`config.mk`:
```
export PLATFORM = sky130hd
export DESIGN_NAME = controlUnit
export DESIGN_NICKNAME = d
export VERILOG_FILES = /design/src/verilog/cpuPkg.sv /design/src/verilog/controlUnit.sv
export VERILOG_INCLUDE_DIRS = /design/src /design/src/verilog
export SDC_FILE = /design/constraint.sdc
export NUM_CORES = 1
export LEC_CHECK = 0
export BUFFER_PORTS_ARGS = -buffer_cell sky130_fd_sc_hd__buf_4
export CAP_MARGIN = 10
export CORE_UTILIZATION = 45
export CTS_BUF_LIST = sky130_fd_sc_hd__clkbuf_8
export CTS_CLUSTER_DIAMETER = 60
export DETAILED_ROUTE_END_ITERATION = 7
export PLACE_DENSITY = 0.89
export SYNTH_ARGS = -nofsm -noshare
export SYNTH_HDL_FRONTEND = slang
export SYNTH_SLANG_ARGS = --single-unit
```
`constraint.sdc`:
```
create_clock -name clk -period 2.19 [get_ports clk]
set_clock_uncertainty 0.1 [all_clocks]
set_input_delay 0.1095 -clock clk [delete_from_list [all_inputs] [get_ports clk]]
set_output_delay 0.1095 -clock clk [all_outputs]
set_load 0.005 [all_outputs]
```
`src/verilog/cpu_consts.svh`:
```
`ifndef CPU_CONSTS_SVH
`define CPU_CONSTS_SVH

`define WORD_W      32      // Data word width.
`define ADDR_W      16      // Word address width, MAR and memory port.
`define NUM_REGS    16
`define REG_SEL_W   4

// Instruction word layout.
`define OPC_MSB     31
`define OPC_LSB     27
`define RA_LSB      23
`define RB_LSB      19
`define RC_LSB      15
`define ADDR_LSB    0

// The ld/st address field stops below the Rc field, so the two never overlap.
`define ADDR_FLD_W  15

`endif
```
`src/verilog/cpuPkg.sv`:
```
`include "cpu_consts.svh"

package cpuPkg;

    typedef enum logic [`OPC_MSB-`OPC_LSB:0]
    {
        opLd   = 5'd0,
        opSt   = 5'd2,
        opAdd  = 5'd3,
        opSub  = 5'd4,
        opAnd  = 5'd5,
        opOr   = 5'd6,
        opMul  = 5'd15,
        opDiv  = 5'd16,
        opMfhi = 5'd24,
        opMflo = 5'd25,
        opHalt = 5'd27
    } opcodeT;

    typedef enum logic [3:0]
    {
        sFetch0, sFetch1, sFetch2, sExec3, sExec4, sExec5, sExec6,
        sMemWait, sMemRel, sHalted
    } stateT;

    typedef enum logic [2:0]
    {
        aluAdd, aluSub, aluAnd, aluOr, aluMul, aluDiv, aluInc, aluPass
    } aluOpT;

    typedef struct packed
    {
        logic rIn, pcIn, irIn, marIn, mdrIn, mdrRead, yIn, zIn, hiIn, loIn;
        logic rOut, pcOut, mdrOut, zHighOut, zLowOut, hiOut, loOut, addrOut;
        aluOpT aluOp;
        logic [`REG_SEL_W-1:0] regSel;
    } dpCtrlT;

    typedef struct packed
    {
        logic [`ADDR_W-1:0] addr;
        logic [`WORD_W-1:0] wdata;
        logic               write;
    } memReqT;

    // Overlay of the 32-bit IR.
    typedef struct packed
    {
        opcodeT                 opcode;
        logic [`REG_SEL_W-1:0]  ra;
        logic [`REG_SEL_W-1:0]  rb;
        logic [`REG_SEL_W-1:0]  rc;
        logic [`ADDR_FLD_W-1:0] addr;
    } irT;

endpackage

```
`src/verilog/controlUnit.sv`:
```
`timescale 1ns/1ps
`include "cpu_consts.svh"

module controlUnit
(
    input  logic           clk,
    input  logic           reset,
    output cpuPkg::dpCtrlT ctrl,
    output logic           divStart,
    input  cpuPkg::irT     ir,
    input  logic           divDone,
    output logic           req,
    input  logic           ack,
    output logic           memWrite,
    output logic           halted
);

    cpuPkg::stateT state, nextState, retState, accRet;
    logic          startAcc, armWrite, divBusy;

    function automatic cpuPkg::aluOpT aluOpFor(input cpuPkg::opcodeT opc);
        case (opc)
            cpuPkg::opSub: return cpuPkg::aluSub;
            cpuPkg::opAnd: return cpuPkg::aluAnd;
            cpuPkg::opOr:  return cpuPkg::aluOr;
            cpuPkg::opMul: return cpuPkg::aluMul;
            cpuPkg::opDiv: return cpuPkg::aluDiv;
            default:       return cpuPkg::aluAdd;
        endcase
    endfunction

    always_comb
    begin
        ctrl      = '0;
        divStart  = 1'b0;
        nextState = state;
        startAcc  = 1'b0;
        accRet    = cpuPkg::sFetch0;
        armWrite  = 1'b0;
        case (state)
            cpuPkg::sFetch0:
            begin
                ctrl.pcOut = 1'b1;
                ctrl.marIn = 1'b1;
                ctrl.zIn   = 1'b1;
                ctrl.aluOp = cpuPkg::aluInc;
                nextState  = cpuPkg::sFetch1;
            end
            cpuPkg::sFetch1:
            begin
                ctrl.zLowOut = 1'b1;
                ctrl.pcIn    = 1'b1;
                startAcc     = 1'b1;    // Instruction read, MAR already settled.
                accRet       = cpuPkg::sFetch2;
                nextState    = cpuPkg::sMemWait;
            end
            cpuPkg::sMemWait:
            begin
                ctrl.mdrIn   = !memWrite;
                ctrl.mdrRead = 1'b1;
                if (ack)
                    nextState = cpuPkg::sMemRel;
            end
            cpuPkg::sMemRel:
            begin
                if (!ack)
                    nextState = retState;
            end
            cpuPkg::sFetch2:
            begin
                ctrl.mdrOut = 1'b1;
                ctrl.irIn   = 1'b1;
                nextState   = cpuPkg::sExec3;
            end
            cpuPkg::sExec3:
            begin
                nextState = cpuPkg::sExec4;
                case (ir.opcode)
                    cpuPkg::opLd, cpuPkg::opSt:
                    begin
                        ctrl.addrOut = 1'b1;
                        ctrl.marIn   = 1'b1;
                    end
                    cpuPkg::opAdd, cpuPkg::opSub, cpuPkg::opAnd, cpuPkg::opOr,
                    cpuPkg::opMul, cpuPkg::opDiv:
                    begin
                        ctrl.rOut   = 1'b1;
                        ctrl.regSel = ir.ra;
                        ctrl.yIn    = 1'b1;
                    end
                    cpuPkg::opMfhi, cpuPkg::opMflo:
                    begin
                        ctrl.hiOut  = (ir.opcode == cpuPkg::opMfhi);
                        ctrl.loOut  = (ir.opcode == cpuPkg::opMflo);
                        ctrl.rIn    = 1'b1;
                        ctrl.regSel = ir.rc;
                        nextState   = cpuPkg::sFetch0;
                    end
                    default: nextState = cpuPkg::sHalted;  // halt and unknown opcodes.
                endcase
            end
            cpuPkg::sExec4:
            begin
                nextState = cpuPkg::sExec5;
                case (ir.opcode)
                    cpuPkg::opLd:
                    begin
                        startAcc  = 1'b1;
                        accRet    = cpuPkg::sExec5;
                        nextState = cpuPkg::sMemWait;
                    end
                    cpuPkg::opSt:
                    begin
                        ctrl.rOut   = 1'b1;
                        ctrl.regSel = ir.ra;
                        ctrl.mdrIn  = 1'b1;
                        armWrite    = 1'b1;
                    end
                    cpuPkg::opDiv:
                    begin
                        ctrl.rOut   = 1'b1;
                        ctrl.regSel = ir.rb;
                        ctrl.aluOp  = cpuPkg::aluDiv;
                        divStart    = !divBusy;
                        ctrl.zIn    = divDone;  // Hold here until the quotient is ready.
                        if (!divDone)
                            nextState = cpuPkg::sExec4;
                    end
                    cpuPkg::opAdd, cpuPkg::opSub, cpuPkg::opAnd, cpuPkg::opOr,
                    cpuPkg::opMul:
                    begin
                        ctrl.rOut   = 1'b1;
                        ctrl.regSel = ir.rb;
                        ctrl.zIn    = 1'b1;
                        ctrl.aluOp  = aluOpFor(ir.opcode);
                    end
                    default: nextState = cpuPkg::sHalted;
                endcase
            end
            cpuPkg::sExec5:
            begin
                nextState = cpuPkg::sFetch0;
                case (ir.opcode)
                    cpuPkg::opLd:
                    begin
                        ctrl.mdrOut = 1'b1;
                        ctrl.rIn    = 1'b1;
                        ctrl.regSel = ir.rc;
                    end
                    cpuPkg::opSt:
                    begin
                        startAcc  = 1'b1;   // MDR and the write flag settled last cycle.
                        nextState = cpuPkg::sMemWait;
                    end
                    cpuPkg::opMul, cpuPkg::opDiv:
                    begin
                        ctrl.zLowOut = 1'b1;
                        ctrl.loIn    = 1'b1;
                        nextState    = cpuPkg::sExec6;
                    end
                    cpuPkg::opAdd, cpuPkg::opSub, cpuPkg::opAnd, cpuPkg::opOr:
                    begin
                        ctrl.zLowOut = 1'b1;
                        ctrl.rIn     = 1'b1;
                        ctrl.regSel  = ir.rc;
                    end
                    default: nextState = cpuPkg::sHalted;
                endcase
            end
            cpuPkg::sExec6:
            begin
                ctrl.zHighOut = 1'b1;
                ctrl.hiIn     = 1'b1;
                nextState     = cpuPkg::sFetch0;
            end
            default: nextState = cpuPkg::sHalted;
        endcase
    end

    always_ff @(posedge clk)
    begin
        if (reset)
        begin
            state    <= cpuPkg::sFetch0;
            retState <= cpuPkg::sFetch0;
            req      <= 1'b0;
            memWrite <= 1'b0;
            divBusy  <= 1'b0;
        end
        else
        begin
            state <= nextState;
            if (startAcc)
            begin
                req      <= 1'b1;
                retState <= accRet;
            end
            else if (state == cpuPkg::sMemWait && ack)
                req <= 1'b0;
            // Every instruction fetch is a read.
            if (state == cpuPkg::sFetch0)
                memWrite <= 1'b0;
            else if (armWrite)
                memWrite <= 1'b1;
            if (divStart)
                divBusy <= 1'b1;
            else if (divDone)
                divBusy <= 1'b0;
        end
    end

    assign halted = (state == cpuPkg::sHalted);

endmodule

```
==> flow_summary.json, run 1 <==
{
  "status": "finished, final reports clean",
  "synth_nets": 189,
  "wirelength_um": 3790,
  "ant_nets": 0,
  "io_buffers": 49,
  "seq_area_frac_synth_pct": 15.9,
  "holdBufCountCts": 0,
  "die_h_um": 52.1,
  "dp_hpwl_um": 2760,
  "cts_made_buffers": 3,
  "ys_seq_elements": 9,
  "grt_pass1_vias": 1314,
  "max_freq_ghz": 0.482,
  "post-cts-setup-buffer-count": 0,
  "drtPass1Iterations": 5,
  "p_per_area_mw_per_mm2": 925,
  "mostFrequentLayoutCell": "buf_4",
  "post-route-period-util_pct": 94.7,
  "syn_area_mm2": 0.00113,
  "synth_ff_type": "dfxtp_1",
  "arrival_ns": 1.86,
  "num_io_pins": 65,
  "cts_tree": "yes",
  "async_reset_ff_share_pct": 0,
  "finalWorstPathRequiredPeriod_ns": 2.07,
  "cts.path.max_buffers": 2,
  "tightest_slew_ns": 0.575,
  "diodes": 0,
  "synth_top_area_share_pct": 15.9,
  "die_area_mm2": 0.00272,
  "startpoint_type": "flop",
  "grt_pass1_wl_um": 5930,
  "chipWidth_um": 52.1,
  "initial_utilization_pct": 49.2,
  "cpMaxStageDelayCell": "o41a_1",
  "synth_cell_type_count": 54,
  "syn_area_per_cell_um2": 7.39,
  "routedWlPerCell_um": 16.8,
  "place.gp.congestion": 0.902,
  "synthTopCellsByArea": "dfxtp_1 16%, nor2_1 6.3%, a21oi_1 4.9%",
  "fp.coreArea_mm2": 0.00230,
  "p_total_mw": 1.45,
  "ys_warn_count": 0,
  "clkSinkCount": 9,
  "layout_common_cells": "55 x buf_4, 18 x nor2_1, 11 x nand2_1, 11 x a21oi_1",
  "slew_violations": 0,
  "gr-total-overflow": 0,
  "drt_first_iter_violations": 76,
  "num_vias": 1428,
  "critPathRequiredTime_ns": 1.98,
  "leakage_nw": 0.686,
  "fin_nets": 235,
  "peakVddDrop_mv": 0.918,
  "synth-edff-count": 0,
  "setup_viol": 0,
  "drv_cap": 0,
  "gr-usage-all-layers_pct": 28.9,
  "setup_tns_ns": 0,
  "crit_type": "flop to primary output",
  "synth.largest_area_cell": "dfxtp_1",
  "final-hold-violation-count": 0,
  "clock_latency_ns": 0.23,
  "cts_root_buf": "clkbuf_8",
  "std_cell_rows": 17,
  "route.detailed.drc": 0,
  "post_dp_cell_area_mm2": 0.00149,
  "worstPathCellList": "nand4bb_2, o41a_1, nor2b_1, a221o_1, buf_4",
  "grt_max_degree": 19,
  "vias_per_cell": 6.32,
  "hold_class": "input port to flop",
  "cpPeakStageDelay_ns": 0.45,
  "timing.slew.headroom_pct": 61.4,
  "path_max_fanout": 8,
  "path_clk_slew_ns": 0.04,
  "htree_levels": 1,
  "finish.utilization_pct": 68.0,
  "drive_above_1_share_pct": 38.9,
  "critPathCaptureType": "primary output",
  "grt_antenna_before_repair": 0,
  "synthCells": 153,
  "finalInstanceArea_mm2": 0.00156,
  "area_growth_pct": 38.1
}
==> sequential cells by signal, summed over array words and instances (netlist names) <==
name and count:
retState 2, state 4, divBusy 1, req 1, memWrite 1
==> metal layers <==
metal  GRT usage, %  vias up  routed length, um
met3           7.31       12                339
met5              0        -                  0
met1           35.5      650               1480
met4           5.26        0                 68
met2           50.9      110               1900
li1               -      656                  -
==> worst max-delay path: cells and delay by family, from the launching register on <==
family | cells | cell delay [ns]
DFF | 1 | 0.40
buffers and inverters | 1 | 0.10
AOI/OAI and AO/OA | 2 | 0.57
and+or+nand+nor | 2 | 0.55
==> cells in the mapped netlist (all sizes together) (5+ instances only) <==
library cell	instances
a21oi	11
buf	12
dfxtp	9
nand2	11
nand2b	6
nand3	5
nor2	19
nor3	6
o21ai	9
==> cells by family after synthesis <==
kind of cell / share of synthesized area [%]
AND/OR/NAND/NOR: 40.3
buffers and inverters: 9.29
multiplexers: 4.76
flip-flops: 15.9
AO/OA/AOI/OAI: 28.2
XOR/XNOR: 1.55
==> per-stage QoR <==
stage          std cells  hold slack, ns  setup slack, ns
6_report             226          0.0326            0.117
5_1_grt              226          0.0399          -0.0424
4_1_cts              226          0.0217           0.0529
3_5_place_dp         222           0.255            0.199
3_3_place_gp         222           0.254            0.273
2_1_floorplan        153           0.190            0.495
==> repair_timing <==
item	CTS	global route
resized for setup	1	5
endpoints found under the setup margin	4	4
pin swaps	0	0
==> power by group <==
group | internal [mW] | switching (mW) | total (mW)
clock | 0.121 | 0.0580 | 0.179
combinational | 0.482 | 0.467 | 0.949
sequential | 0.217 | 0.0991 | 0.317
==> area by class of cell <==
class                      count  area (um2)
inverter                       4        15.0
clock inverter                 1        3.75
timing repair buffer          55         413
tap                           28        35.0
clock buffer                   3        41.3
sequential                     9         181
multi-input combinational    126         872
fill                         195         736
==> final timing paths <==
path / slack [ns] / cells after the start / startpoint / endpoint
worst max-delay path: 0.12 / 5 / state[1]$_SDFFE_PP0P_ / ctrl[3]
worst min-delay path: 0.03 / 2 / reset / divBusy$_SDFFE_PP0P_
worst max register to register: 0.24 / 6 / state[3]$_SDFFE_PP0P_ / state[2]$_SDFFE_PP0P_
worst min register to register: 0.37 / 2 / req$_SDFFE_PP0P_ / req$_SDFFE_PP0P_
No activity file was read; power rests on OpenSTA's default activity.
==> run 2: changes to the inputs <==
Settings changed: CORE_ASPECT_RATIO set to 0.7, CORE_MARGIN set to 2.
==> run 2 against run 1 <==
Compared with the run above: die area is 8.0% higher; via count is 4.4% lower; clock-buffer cell count stayed put; largest cell class unchanged; first-iteration DRC count is 32% higher; final area is 0.80% lower; utilization is 4.0 points lower; sequential cell count stayed put; power is 4.0% lower; critical path depth stayed put; clock power is 9% higher; global-route usage is 4.3 points lower; fmax is 1.0% higher.
==> flow_summary.json, run 2 (synthesis results as in run 1) <==
{
  "tightest_slew_ns": 0.605,
  "final-hold-violation-count": 0,
  "leakage_nw": 0.675,
  "slew_violations": 0,
  "num_io_pins": 65,
  "dp_hpwl_um": 2650,
  "grt_pass1_vias": 1209,
  "cts.path.max_buffers": 2,
  "finalWorstPathRequiredPeriod_ns": 2.05,
  "path_clk_slew_ns": 0.05,
  "grt_max_degree": 19,
  "worstPathCellList": "nand4bb_1, o41a_1, nor2b_1, a221o_1, buf_4",
  "pwr-share-clk_pct": 14.2,
  "n_fill_cell": 226,
  "cpPeakStageDelay_ns": 0.48,
  "std_cell_rows": 15,
  "largestRegisters": "state x4, retState x2",
  "path_buf_inv": 1,
  "p_sw_share_pct": 42.2,
  "post-cts-setup-buffer-count": 0,
  "drt_first_iter_violations": 100,
  "crit_cells": 5,
  "status": "finished, final reports clean",
  "stdcell_count": 230,
  "crit_type": "flop to primary output",
  "startpoint_type": "flop",
  "p_int_mw": 0.802,
  "switchingPower_mw": 0.586,
  "layout_common_cells": "53 x buf_4, 18 x nor2_1, 11 x nand2_1, 11 x a21oi_1, 8 x o21ai_0",
  "p_per_area_mw_per_mm2": 896,
  "chipWidth_um": 63.9,
  "fin_nets": 233,
  "path_max_fanout": 14,
  "drv_cap": 0,
  "timing.slew.headroom_pct": 59.6,
  "vias_per_cell": 5.93,
  "cts_root_buf": "clkbuf_8",
  "drive_above_1_share_pct": 39.3,
  "die_h_um": 45.9,
  "pwr-share-comb_pct": 61.4,
  "routedWlPerCell_um": 15.4,
  "drtPass1Iterations": 4,
  "setup_viol": 0,
  "io_buffers": 49,
  "wirelength_um": 3540,
  "die_area_mm2": 0.00294,
  "route.detailed.drc": 0,
  "cpMaxStageDelayCell": "o41a_1",
  "cts_tree": "yes",
  "grt_antenna_before_repair": 0,
  "htree_levels": 1,
  "critPathRequiredTime_ns": 1.98,
  "rr_worst_depth": 5,
  "rsz0062_at_grt": "no",
  "gr-total-overflow": 0,
  "hold_class": "input port to flop",
  "clkSinkCount": 9,
  "p_seq_share_pct": 24.4,
  "finish.utilization_pct": 64.0,
  "largest_register": "state",
  "setup_tns_ns": 0,
  "diodes": 0,
  "cts_made_buffers": 3,
  "clock_latency_ns": 0.24,
  "arrival_ns": 1.84,
  "fp.coreArea_mm2": 0.00242,
  "grt_pass1_wl_um": 5550,
  "gr-usage-all-layers_pct": 24.6,
  "path_delay_family": "compound AO/OA/AOI/OAI gates",
  "largest_reg_flops": 4,
  "area_growth_pct": 36.9,
  "initial_utilization_pct": 46.7,
  "mostFrequentLayoutCell": "buf_4",
  "post-route-period-util_pct": 93.7,
  "r2r_slack_ns": 0.40,
  "min_path_cells": 2,
  "ant_nets": 0,
  "num_vias": 1365,
  "place.gp.congestion": 0.908,
  "placed_cells": 226,
  "max_freq_ghz": 0.487,
  "critPathCaptureType": "primary output",
  "peakVddDrop_mv": 0.587
}
## run 2: power by group through the flow
stage / combinational (mW) / clock (mW) / sequential [mW]
finish: 0.852 / 0.196 / 0.339
global route: 0.920 / 0.208 / 0.354
CTS: 0.832 / 0.198 / 0.325
detailed placement: 0.825 / 0 / 0.323
global placement: 0.815 / 0 / 0.314
floorplan: 0.537 / 0 / 0.257
## run 2: repair_timing
item / 4_1_cts / 5_1_grt
hold buffers: 0 / 0
gates cloned: 0 / 0
resized for setup: 2 / 7
endpoints found under the setup margin: 5 / 5
## run 2: per-layer routing
metal	part of all wire, %	track usage [%]	vias to the layer above
met5	0	0	-
met4	0.96	7.83	0
met3	10	6.68	4
met2	45	39.2	89
met1	44	32.7	616
li1	-	-	656
## run 2: worst paths after layout
check                                                end             startpoint
worst max-delay path                             ctrl[0]  state[1]$_SDFFE_PP0P_
worst min-delay path                    req$_SDFFE_PP0P_                  reset
worst max register to register  retState[0]$_SDFFE_PP0P_  state[2]$_SDFFE_PP0P_
worst min register to register          req$_SDFFE_PP0P_       req$_SDFFE_PP0P_
## run 2: cell type report
cell class                      instances  area [um2]  share of cell area (%)
Clock buffer                            3        41.3                    2.67
Clock inverter                          1        3.75                   0.242
Inverter                                4        15.0                   0.969
Multi-Input combinational cell        126         858                    55.4
Sequential cell                         9         190                    12.3
Tap cell                               34        42.5                    2.75
Timing Repair Buffer                   53         398                    25.7
## run 2: per-stage QoR
stage | setup WS, ns | hold WS [ns] | area, um2 | total power [mW]
2_1_floorplan | 0.495 | 0.190 | 1130 | 0.794
3_3_place_gp | 0.198 | 0.249 | 1480 | 1.13
3_5_place_dp | 0.202 | 0.263 | 1480 | 1.15
4_1_cts | 0.000554 | 0.0157 | 1530 | 1.36
5_1_grt | 0.00738 | 0.0363 | 1550 | 1.48
6_report | 0.137 | 0.0252 | 1550 | 1.39
==> run 3: changes to the inputs <==
Settings changed: SETUP_SLACK_MARGIN set to 0.3.
==> run 3 against run 2 <==
Compared with the run above: die area did not move; cell count is 6.5% higher; first-iteration DRC count shrank 13%; sequential power decreased by 10%; sequential cell count unchanged; routed wire length increased by 13%; global-route usage up 2.8 points; non-clock buffer count rose by 15; critical path depth increased by 2; setup slack better by 0.074 ns; highest routed layer unchanged.
==> flow_summary.json, run 3 (synthesis results as in run 1) <==
{
  "status": "finished, final reports clean",
  "tightest_slew_ns": 0.589,
  "holdBufCountCts": 0,
  "n_fill_cell": 186,
  "min_path_cells": 2,
  "dp_hpwl_um": 2650,
  "worstHoldStart": "reset",
  "finalWorstPathRequiredPeriod_ns": 1.98,
  "worstReg2RegStart": "state[3]$_SDFFE_PP0P_",
  "startpoint_type": "flop",
  "critPathCaptureType": "primary output",
  "drive_above_1_share_pct": 47.9,
  "hold_end": "req$_SDFFE_PP0P_",
  "route.detailed.drc": 0,
  "worstPathCellList": "nor4bb_2, buf_4, nand3_4, o41a_1, nor2b_1, a221o_1, buf_4",
  "io_buffers": 49,
  "path_clk_slew_ns": 0.05,
  "num_vias": 1453,
  "grt_antenna_before_repair": 0,
  "critPathRequiredTime_ns": 1.98,
  "drv_cap": 0,
  "mostFrequentLayoutCell": "buf_4",
  "num_io_pins": 65,
  "setup_tns_ns": 0,
  "largest_register": "state",
  "initial_utilization_pct": 46.7,
  "cts.path.max_buffers": 2,
  "drtPass1Iterations": 4,
  "crit_path_frequent_cell": "buf_4",
  "std_cell_rows": 15,
  "leakage_nw": 0.761,
  "clock_latency_ns": 0.24,
  "cts_made_buffers": 3,
  "arrival_ns": 1.77,
  "drt_first_iter_violations": 87,
  "peakVddDrop_mv": 0.623,
  "chipWidth_um": 63.9,
  "path_max_fanout": 7,
  "final-hold-violation-count": 0,
  "crit_type": "flop to primary output",
  "rsz0062_at_grt": "yes",
  "clkSinkCount": 9,
  "hold_slack_ns": 0.0246,
  "gr-usage-all-layers_pct": 27.4,
  "htree_levels": 1,
  "cts_tree": "yes",
  "p_per_area_mw_per_mm2": 938,
  "ant_nets": 0,
  "layout_common_cells": "66 x buf_4, 17 x nor2_1, 11 x nand2_1",
  "setup_viol": 0,
  "fin_nets": 248,
  "grt_pass1_wl_um": 6200,
  "largest_reg_flops": 4,
  "cpMaxStageDelayCell": "dfxtp_4",
  "diodes": 0,
  "r2r_slack_ns": 0.25,
  "die_area_mm2": 0.00294,
  "area_growth_pct": 55.6,
  "timing.slew.headroom_pct": 60.6,
  "cpPeakStageDelay_ns": 0.36,
  "gr-total-overflow": 0,
  "grt_pass1_vias": 1314,
  "cts_root_buf": "clkbuf_8",
  "grt_max_degree": 19,
  "post-route-period-util_pct": 90.4,
  "fp.coreArea_mm2": 0.00242,
  "die_h_um": 45.9,
  "slew_violations": 0,
  "vias_per_cell": 5.93,
  "largestRegisters": "state x4, retState x2",
  "rr_worst_depth": 7,
  "hold_class": "input port to flop",
  "routedWlPerCell_um": 16.4,
  "wirelength_um": 4010,
  "max_freq_ghz": 0.505,
  "rr_endpoint": "retState[1]$_SDFFE_PP0P_",
  "place.gp.congestion": 0.908
}
==> run 3: through the flow <==
stage	util, %	cell area [um2]	std cells	power (mW)	setup WS, ns
2_1_floorplan	-	1130	153	0.794	0.495
3_3_place_gp	61.2	1480	226	1.13	0.198
3_5_place_dp	61.2	1480	226	1.15	0.202
4_1_cts	69.9	1690	242	1.54	0.257
5_1_grt	72.7	1760	245	1.75	0.0915
6_report	72.7	1760	245	1.65	0.211
==> run 3: cell type report <==
cell class,count,area (um2),share of cell area [%]
multi-input cells,126,945,53.7
clock inverters,1,3.75,0.213
inverters,4,15.0,0.853
well taps,34,42.5,2.42
clock buffers,3,41.3,2.35
repair buffers,68,518,29.4
flip-flops and latches,9,195,11.1
==> run 3: worst max path at each step <==
stage	from	endpoint	slack [ns]	cells past startpoint
after detailed placement	state[2]$_SDFFE_PP0P_	retState[0]$_SDFFE_PP0P_	0.20	5
after floorplan	state[3]$_SDFFE_PP0P_	retState[0]$_SDFFE_PP0P_	0.49	6
after CTS	state[2]$_SDFFE_PP0P_	ctrl[0]	0.26	7
final	state[3]$_SDFFE_PP0P_	ctrl[0]	0.21	7
after global routing	state[3]$_SDFFE_PP0P_	ctrl[0]	0.09	7
after global placement	state[2]$_SDFFE_PP0P_	ctrl[0]	0.20	4
==> run 3: routing by layer <==
metal / part of all wire, % / track usage [%]
met5: 0 / 0
met4: 0.87 / 9.57
met3: 12 / 7.43
met2: 47 / 46.0
met1: 40 / 34.4
==> run 3: worst max-delay path: cells and delay by family (launching register included) <==
| family | cells | cell delay, ns |
|---|---|---|
| AND/OR/NAND/NOR | 3 | 0.53 |
| flip-flops | 1 | 0.36 |
| AO/OA/AOI/OAI | 2 | 0.32 |
| buffers and inverters | 2 | 0.30 |
==> run 3: power breakdown <==
group	internal (mW)	leakage, nW	total [mW]	switching (mW)
Sequential	0.235	0.0763	0.305	0.0704
Clock	0.123	0.0269	0.197	0.0741
Combinational	0.611	0.657	1.15	0.538
Total	0.969	0.761	1.65	0.682
==> run 3: repair_timing <==
action                     CTS  global route
gates cloned                 0             0
buffers inserted            12             3
gates resized for setup     22            11
setup endpoints to repair   13            14
pin swaps                    6             4
